<file path="src/verilog/fetch_pkg.sv">
package fetch_pkg;

  // ========================================
  // Widths
  // ========================================

  localparam int addr_bits = 32;
  localparam int word_bits = 32;
  localparam int line_words = 2;
  localparam int line_bits = word_bits * line_words;

  // Byte offset inside one cache line of two words
  localparam int line_offset_bits = 3;

  typedef logic [addr_bits-1:0] addr_t;
  typedef logic [word_bits-1:0] word_t;
  typedef logic [line_bits-1:0] line_t;

  // ========================================
  // Address map
  // ========================================

  // Top address byte of the region that bypasses the cache
  localparam logic [7:0] uncached_prefix = 8'h0f;

  // ========================================
  // State machines
  // ========================================

  typedef enum logic {
    fetch_lookup,
    fetch_refill
  } fetch_state_t;

  typedef enum logic [1:0] {
    refill_idle,
    refill_address,
    refill_data
  } refill_state_t;

endpackage

</file>
<file path="src/verilog/fetch_top.sv">
`timescale 1ns/100ps

module fetch_top #(
  parameter int               index_bits = 4,
  parameter fetch_pkg::addr_t reset_pc = 32'h3000_0000
) (
  input  logic                clock,
  input  logic                reset,

  // Decode side
  output logic                inst_valid,
  output fetch_pkg::word_t    inst,
  output fetch_pkg::addr_t    old_pc,
  output logic                refill_busy,
  input  logic                idu_ready,
  input  logic                block,

  // Control
  input  logic                clear_pipeline,
  input  fetch_pkg::addr_t    npc,
  input  logic                clear_cache,

  // Memory read channel
  output fetch_pkg::addr_t    araddr,
  output logic                arvalid,
  input  logic                arready,
  output logic                rready,
  input  fetch_pkg::word_t    rdata,
  input  logic                rvalid,
  input  logic                rlast
);

  fetch_pkg::addr_t lookup_addr;
  logic             hit;
  fetch_pkg::line_t hit_line;
  logic             fill_valid;
  fetch_pkg::addr_t fill_addr;
  fetch_pkg::line_t fill_line;
  logic             refill_start;
  fetch_pkg::addr_t refill_addr;
  logic             refill_done;
  fetch_pkg::line_t refill_line;

  fetch_unit #(
    .reset_pc (reset_pc)
  ) u_fetch_unit (
    .clock          (clock),
    .reset          (reset),
    .npc            (npc),
    .clear_pipeline (clear_pipeline),
    .idu_ready      (idu_ready),
    .block          (block),
    .inst_valid     (inst_valid),
    .inst           (inst),
    .old_pc         (old_pc),
    .lookup_addr    (lookup_addr),
    .hit            (hit),
    .hit_line       (hit_line),
    .fill_valid     (fill_valid),
    .fill_addr      (fill_addr),
    .fill_line      (fill_line),
    .refill_start   (refill_start),
    .refill_addr    (refill_addr),
    .refill_done    (refill_done),
    .refill_line    (refill_line)
  );

  icache_array #(
    .index_bits (index_bits)
  ) u_icache_array (
    .clock       (clock),
    .reset       (reset),
    .clear_cache (clear_cache),
    .lookup_addr (lookup_addr),
    .hit         (hit),
    .hit_line    (hit_line),
    .fill_valid  (fill_valid),
    .fill_addr   (fill_addr),
    .fill_line   (fill_line)
  );

  line_refill u_line_refill (
    .clock        (clock),
    .reset        (reset),
    .refill_start (refill_start),
    .refill_addr  (refill_addr),
    .refill_done  (refill_done),
    .refill_line  (refill_line),
    .refill_busy  (refill_busy),
    .araddr       (araddr),
    .arvalid      (arvalid),
    .arready      (arready),
    .rready       (rready),
    .rdata        (rdata),
    .rvalid       (rvalid),
    .rlast        (rlast)
  );

endmodule

</file>
<file path="src/verilog/fetch_unit.sv">
`timescale 1ns/100ps

module fetch_unit #(
  parameter fetch_pkg::addr_t reset_pc = 32'h3000_0000
) (
  input  logic                clock,
  input  logic                reset,
  input  fetch_pkg::addr_t    npc,
  input  logic                clear_pipeline,
  input  logic                idu_ready,
  input  logic                block,
  output logic                inst_valid,
  output fetch_pkg::word_t    inst,
  output fetch_pkg::addr_t    old_pc,
  output fetch_pkg::addr_t    lookup_addr,
  input  logic                hit,
  input  fetch_pkg::line_t    hit_line,
  output logic                fill_valid,
  output fetch_pkg::addr_t    fill_addr,
  output fetch_pkg::line_t    fill_line,
  output logic                refill_start,
  output fetch_pkg::addr_t    refill_addr,
  input  logic                refill_done,
  input  fetch_pkg::line_t    refill_line
);

  // Address bit that picks the high word of a line
  localparam int word_sel = fetch_pkg::line_offset_bits - 1;
  localparam int top = fetch_pkg::addr_bits - 1;

  fetch_pkg::fetch_state_t state;
  fetch_pkg::addr_t        pc;
  fetch_pkg::addr_t        miss_pc;
  logic                    discard;

  logic             accepted;
  logic             advance;
  logic             pc_uncached;
  logic             miss_uncached;
  logic             take_hit;
  fetch_pkg::word_t hit_word;
  fetch_pkg::word_t refill_word;

  // ========================================
  // Lookup and word select
  // ========================================

  assign lookup_addr = pc;

  assign accepted = inst_valid && idu_ready;
  assign advance = !block && (!inst_valid || idu_ready);

  assign pc_uncached = (pc[top -: 8] == fetch_pkg::uncached_prefix);
  assign miss_uncached = (miss_pc[top -: 8] == fetch_pkg::uncached_prefix);

  // Uncached addresses always go to memory even if a stale entry matches
  assign take_hit = hit && !pc_uncached;

  assign hit_word = pc[word_sel] ? hit_line[63:32] : hit_line[31:0];
  assign refill_word = miss_pc[word_sel] ? refill_line[63:32] : refill_line[31:0];

  assign refill_addr = miss_pc;

  // The returned line goes into the cache in the same cycle as refill_done
  assign fill_valid = refill_done && !miss_uncached;
  assign fill_addr = miss_pc;
  assign fill_line = refill_line;

  // ========================================
  // Control state
  // ========================================

  always_ff @(posedge clock) begin
    if (reset) begin
      state <= fetch_pkg::fetch_lookup;
      pc <= reset_pc;
      inst_valid <= 1'b0;
      refill_start <= 1'b0;
      discard <= 1'b0;
    end else begin
      refill_start <= 1'b0;

      if (accepted) begin
        inst_valid <= 1'b0;
      end

      // A redirect beats any advance in the same cycle
      if (clear_pipeline) begin
        pc <= npc;
        inst_valid <= 1'b0;
      end

      case (state)
        fetch_pkg::fetch_lookup: begin
          if (advance && !clear_pipeline) begin
            if (take_hit) begin
              pc <= pc + 32'd4;
              inst_valid <= 1'b1;
            end else begin
              state <= fetch_pkg::fetch_refill;
              refill_start <= 1'b1;
              inst_valid <= 1'b0;
            end
          end
        end
        fetch_pkg::fetch_refill: begin
          if (refill_done) begin
            state <= fetch_pkg::fetch_lookup;
            discard <= 1'b0;
            if (!discard && !clear_pipeline) begin
              pc <= miss_pc + 32'd4;
              inst_valid <= 1'b1;
            end
          end else if (clear_pipeline) begin
            // The burst runs to the end, only its instruction is dropped
            discard <= 1'b1;
          end
        end
        default: begin
          state <= fetch_pkg::fetch_lookup;
        end
      endcase
    end
  end

  // ========================================
  // Instruction output and miss address
  // ========================================

  always_ff @(posedge clock) begin
    if (!reset && !clear_pipeline) begin
      if (state == fetch_pkg::fetch_lookup && advance) begin
        if (take_hit) begin
          inst <= hit_word;
          old_pc <= pc;
        end else begin
          miss_pc <= pc;
        end
      end
      if (state == fetch_pkg::fetch_refill && refill_done && !discard) begin
        inst <= refill_word;
        old_pc <= miss_pc;
      end
    end
  end

  // ========================================
  // Checks
  // ========================================

  // Only one refill is outstanding, and only while this unit waits for it
  done_only_while_waiting: assert property (
    @(posedge clock) disable iff (reset)
    refill_done |-> (state == fetch_pkg::fetch_refill)
  );

endmodule

</file>
<file path="src/verilog/icache_array.sv">
`timescale 1ns/100ps

module icache_array #(
  parameter int index_bits = 4
) (
  input  logic                clock,
  input  logic                reset,
  input  logic                clear_cache,
  input  fetch_pkg::addr_t    lookup_addr,
  output logic                hit,
  output fetch_pkg::line_t    hit_line,
  input  logic                fill_valid,
  input  fetch_pkg::addr_t    fill_addr,
  input  fetch_pkg::line_t    fill_line
);

  localparam int entries = 2 ** index_bits;
  localparam int tag_bits = fetch_pkg::addr_bits - index_bits - fetch_pkg::line_offset_bits;

  typedef logic [tag_bits-1:0] tag_t;
  typedef logic [index_bits-1:0] index_t;

  // ========================================
  // Storage
  // ========================================

  logic [entries-1:0] valid;
  tag_t               tag_mem [entries];
  fetch_pkg::line_t   data_mem [entries];

  index_t lookup_index;
  tag_t   lookup_tag;
  index_t fill_index;
  tag_t   fill_tag;

  assign lookup_index = lookup_addr[fetch_pkg::line_offset_bits +: index_bits];
  assign lookup_tag = lookup_addr[fetch_pkg::addr_bits-1 -: tag_bits];
  assign fill_index = fill_addr[fetch_pkg::line_offset_bits +: index_bits];
  assign fill_tag = fill_addr[fetch_pkg::addr_bits-1 -: tag_bits];

  // Lookup is purely combinational so the fetch unit can decide in the same cycle
  assign hit = valid[lookup_index] && (tag_mem[lookup_index] == lookup_tag);
  assign hit_line = data_mem[lookup_index];

  always_ff @(posedge clock) begin
    if (reset || clear_cache) begin
      valid <= '0;
    end else if (fill_valid) begin
      valid[fill_index] <= 1'b1;
    end
  end

  always_ff @(posedge clock) begin
    if (fill_valid) begin
      tag_mem[fill_index] <= fill_tag;
      data_mem[fill_index] <= fill_line;
    end
  end

  // ========================================
  // Checks
  // ========================================

  // A flush racing a fill would leave the line state ambiguous
  fill_not_during_clear: assert property (
    @(posedge clock) disable iff (reset)
    !(fill_valid && clear_cache)
  );

endmodule

</file>
<file path="src/verilog/line_refill.sv">
`timescale 1ns/100ps

module line_refill (
  input  logic                clock,
  input  logic                reset,
  input  logic                refill_start,
  input  fetch_pkg::addr_t    refill_addr,
  output logic                refill_done,
  output fetch_pkg::line_t    refill_line,
  output logic                refill_busy,
  output fetch_pkg::addr_t    araddr,
  output logic                arvalid,
  input  logic                arready,
  output logic                rready,
  input  fetch_pkg::word_t    rdata,
  input  logic                rvalid,
  input  logic                rlast
);

  fetch_pkg::refill_state_t state;
  fetch_pkg::word_t         low_word;
  logic                     high_beat;
  logic                     beat;

  assign beat = rvalid && rready;

  // Busy covers the start pulse, the whole burst and the done pulse
  assign refill_busy = refill_start || refill_done || (state != fetch_pkg::refill_idle);

  // ========================================
  // Burst control
  // ========================================

  always_ff @(posedge clock) begin
    if (reset) begin
      state <= fetch_pkg::refill_idle;
      arvalid <= 1'b0;
      rready <= 1'b0;
      refill_done <= 1'b0;
      high_beat <= 1'b0;
    end else begin
      refill_done <= 1'b0;
      case (state)
        fetch_pkg::refill_idle: begin
          if (refill_start) begin
            state <= fetch_pkg::refill_address;
            arvalid <= 1'b1;
          end
        end
        fetch_pkg::refill_address: begin
          if (arready) begin
            state <= fetch_pkg::refill_data;
            arvalid <= 1'b0;
            rready <= 1'b1;
            high_beat <= 1'b0;
          end
        end
        fetch_pkg::refill_data: begin
          if (beat) begin
            if (rlast) begin
              state <= fetch_pkg::refill_idle;
              rready <= 1'b0;
              refill_done <= 1'b1;
            end else begin
              high_beat <= 1'b1;
            end
          end
        end
        default: begin
          state <= fetch_pkg::refill_idle;
        end
      endcase
    end
  end

  // ========================================
  // Address and line assembly
  // ========================================

  always_ff @(posedge clock) begin
    if (state == fetch_pkg::refill_idle && refill_start) begin
      araddr <= {refill_addr[fetch_pkg::addr_bits-1:fetch_pkg::line_offset_bits],
                 {fetch_pkg::line_offset_bits{1'b0}}};
    end
    if (state == fetch_pkg::refill_data && beat) begin
      if (rlast) begin
        refill_line <= {rdata, low_word};
      end else begin
        low_word <= rdata;
      end
    end
  end

  // ========================================
  // Checks
  // ========================================

  ar_stable_while_waiting: assert property (
    @(posedge clock) disable iff (reset)
    arvalid && !arready |=> arvalid && $stable(araddr)
  );

  // The line is exactly two beats, so rlast marks the second one
  rlast_on_second_beat: assert property (
    @(posedge clock) disable iff (reset)
    beat |-> (rlast == high_beat)
  );

endmodule
</file>
<file path="config.mk">
export PLATFORM = sky130hd
export DESIGN_NAME = fetch_top
export DESIGN_NICKNAME = d
export VERILOG_FILES = /design/src/verilog/fetch_pkg.sv /design/src/verilog/fetch_top.sv /design/src/verilog/fetch_unit.sv /design/src/verilog/icache_array.sv /design/src/verilog/line_refill.sv
export SDC_FILE = /design/constraint.sdc
export NUM_CORES = 2
export LEC_CHECK = 0
export ABC_AREA = 0
export CORE_ASPECT_RATIO = 0.9
export CORE_MARGIN = 2
export CORE_UTILIZATION = 30
export DETAILED_ROUTE_END_ITERATION = 8
export DONT_BUFFER_PORTS = 1
export PLACE_DENSITY = 0.41
export SYNTH_ARGS = -nofsm -noshare
export SYNTH_HDL_FRONTEND = slang
export SYNTH_SLANG_ARGS = --single-unit
export TNS_END_PERCENT = 5
</file>
<file path="constraint.sdc">
create_clock -name clock -period 11.52 [get_ports clock]
set_input_delay 1.728 -clock clock [delete_from_list [all_inputs] [get_ports clock]]
set_output_delay 1.728 -clock clock [all_outputs]
set_load 0.01 [all_outputs]
</file>
==> results.yml <==
grt:
  grt-ovfl-total: 0
  grt_pass1_wl_um: 275200
  grtUsageTotal_pct: 17.44
  grt_pass1_vias: 33900
  antenna_found_initial: 13
  grt_max_degree: 124
outcome:
  status: "finished clean"
clock_network:
  clkTransAtPathRegs_ps: 60
  htree_num_levels: 4
  cts.path.max_buffers: 3
  cts.sinks: 1702
  root_buffer: "clkbuf_16"
  post-cts-setup-buffer-count: 0
  clkLatencyLatePin_ps: 840
  cts_tree: "yes"
  ctsHoldBuffers: 0
  cts_buffers: 186
  ctsResizeCount: 0
timing:
  slew_headroom_pct: 18.74
  max_clock_freq_mhz: 150.7
  min_period_over_period_pct: 57.61
  hold_violations: 0
  slew_viol_final: 0
  fin_skew_ps: 45.07
  worst_slew_pin_slew_ps: 1216
  rsz0062_at_grt: "false"
  postLayoutSetupSlackWorst_ps: 4883
  setup_viol: 0
  period_needed_ps: 6637
  tns_ps: 0
synthesis:
  synth_area_sq_um: 66440
  synth_cell_type_count: 77
  synth-main-ff-cell: "edfxtp_1"
  yosysTopAreaCell: "edfxtp_1"
  ys_async_sr_fraction_pct: 0
  synth.top_cell.area_share_pct: 74.34
  ys_ff_latch: 1702
  synth.area.top_cells: "edfxtp_1 (74%), mux4_2 (13%), dfxtp_1 (1.7%)"
  syn_inst: 3157
  yosysMostFrequentCell: "edfxtp_1"
  yosysSeqAreaShare_pct: 76.06
  avgSynthCellArea_sq_um: 21.05
  yosysWarnings: 0
  synth-edff-count: 1645
  synthTopCellsByCount: "edfxtp_1 (1,645), mux4_2 (385), nand2_1 (116), mux2i_1 (109), clkbuf_1 (97)"
cells_and_area:
  area_growth_pct: 14.64
  finalNetCount: 3340
  final_cell_count_no_fill: 6315
  fill_cells: 20220
  drive_gt1_share_pct: 25.24
  final_util_pct: 34.68
power_and_ir_drop:
  ir_drop_uv: 156.8
  leakagePower_nw: 22.84
  power_density_nw_per_um2: 177.1
worst_setup_path:
  path_class: "reg -> reg"
  r2r-start: "u_fetch_unit.lookup_addr[4]$_SDFF_PP0_"
  end_kind: "flop"
  critPathMaxFanout: 123
  crit_required_ps: 11960
  reg2reg_depth: 12
  startpoint: "u_fetch_unit.lookup_addr[4]$_SDFF_PP0_"
  cp.arrival_ps: 7070
  startpoint_type: "flop"
detailed_routing:
  drtIter0Drc: 2785
  wl_per_cell_um: 31.32
  vias: 32440
  ant_nets: 0
  drc_errors: 0
  via_per_inst: 5.137
  dr.pass1.iters: 5
  wirelength_um: 197800
hold_path:
  worstHoldStart: "u_line_refill.low_word[11]$_DFFE_PP_"
  hp-class: "reg -> reg"
  holdPathStages: 0
job:
  max_cap_viol_count: 0
die:
  dieArea_sq_um: 225300
  num_io_pins: 173
  start_util_pct: 30.25
  die_h_um: 450.5
  fp.dieW_um: 500.1
  coreArea_sq_um: 219600
  num_rows: 163
placed_design:
  gp_congestion: 0.7759
  dp_hpwl_um: 108000
  io_buffers: 0
  dp_slack_ps: 4826
  dp.cells: 5964
power by group:
group / internal (mW) / total [mW] / switching (mW)
combinational: 0.333 / 0.723 / 0.390
clock: 3.47 / 5.96 / 2.49
sequential: 6.73 / 6.81 / 0.0749
total: 10.5 / 13.5 / 2.96
logic make-up (layout without fill, tap and decap cells):
logic type | after synthesis | after routing | share of synthesized area, %
and+or+nand+nor | 363 | 363 | 2.730
buffers and inverters | 198 | 458 | 1.557
xor gates and xnor gates | 70 | 70 | 0.9227
AOI/OAI and AO/OA | 253 | 253 | 2.625
DFF | 1702 | 1702 | 76.06
other | 1 | 12 | 0.005644
muxes | 568 | 568 | 16.06
adders and majority gates | 2 | 2 | 0.03766
final timing paths:
path	slack (ps)	to
setup / recovery	4880	u_fetch_unit.inst[24]$_DFFE_PP_
hold / removal	420	u_line_refill.refill_line[11]$_DFFE_PP_
hold reg to reg	420	u_line_refill.refill_line[11]$_DFFE_PP_
setup reg to reg	4880	u_fetch_unit.inst[24]$_DFFE_PP_
cell type report:
cell class | count | area [sq um] | share of cell area, %
sequential | 1702 | 50550 | 66.37
multi-input combinational | 1259 | 15030 | 19.74
clock buffer | 237 | 4991 | 6.553
tap | 2887 | 3612 | 4.742
clock inverter | 105 | 1099 | 1.442
timing repair buffer | 99 | 793.3 | 1.041
inverter | 17 | 63.81 | 0.08378
antenna | 9 | 22.52 | 0.02957
metrics by stage:
stage | total power, mW | hold WS [ps] | area, sq um
after CTS | 13.67 | 413.5 | 76150
after global placement | 7.678 | 403.1 | 70060
after detailed placement | 7.678 | 405.2 | 70060
after floorplan | 7.430 | 400.3 | 66450
after global routing | 13.93 | 421.6 | 76160
final | 13.49 | 417.1 | 76170
layout by cell type (no fill, tap or decap), types with 10 or more instances in the layout:
master     instances
mux4_2           385
xor2_1            22
a21oi_1           35
nand2_1          116
o22ai_1           26
nor2_1            58
and3_1            14
o21a_1            17
a31oi_1           37
nor2b_1           39
o2bb2ai_1         10
dfxtp_1           52
clkinv_1          34
nand3_1           34
a211oi_1          38
o21ai_0           21
xnor2_1           48
mux2i_1          109
edfxtp_1        1645
clkbuf_16        190
inv_1             16
nand4_1           14
clkinv_2          33
mux2_2            69
clkbuf_1          41
buf_4             95
bufinv_16         18
nor2_4            13
a22oi_1           21
layer usage:
layer | wire, um | vias up | share of wire (%) | global-route usage, %
met5 | 13 | - | 0.0066 | 0
met4 | 4934 | 2 | 2.5 | 5.099
met3 | 9689 | 266 | 4.9 | 2.792
met2 | 99630 | 903 | 50 | 29.88
met1 | 83490 | 17860 | 42 | 22.76
li1 | - | 13410 | - | -
critical path, stage by stage (launching register included):
cell and delay, ps:
dfxtp_4 640, buf_12 520, buf_4 1030, mux4_2 420, mux2i_1 230, xor2_1 200, a32oi_1 80, nor4_1 270
nand4b_1 360, or4_1 650, o21a_1 250, nor2_4 440, buf_4 730
flip-flops by register name, summed over array words and instances, names as in the netlist, 2 cells and up:
signal                     count
u_fetch_unit.inst             32
u_icache_array.data_mem     1024
u_icache_array.valid          16
u_icache_array.tag_mem       400
u_fetch_unit.old_pc           32
u_line_refill.araddr          29
u_line_refill.state            2
u_line_refill.low_word        32
u_fetch_unit.lookup_addr      32
u_line_refill.refill_line     64
u_fetch_unit.fill_addr        32
Note: power is estimated with default switching activity, not from simulation.
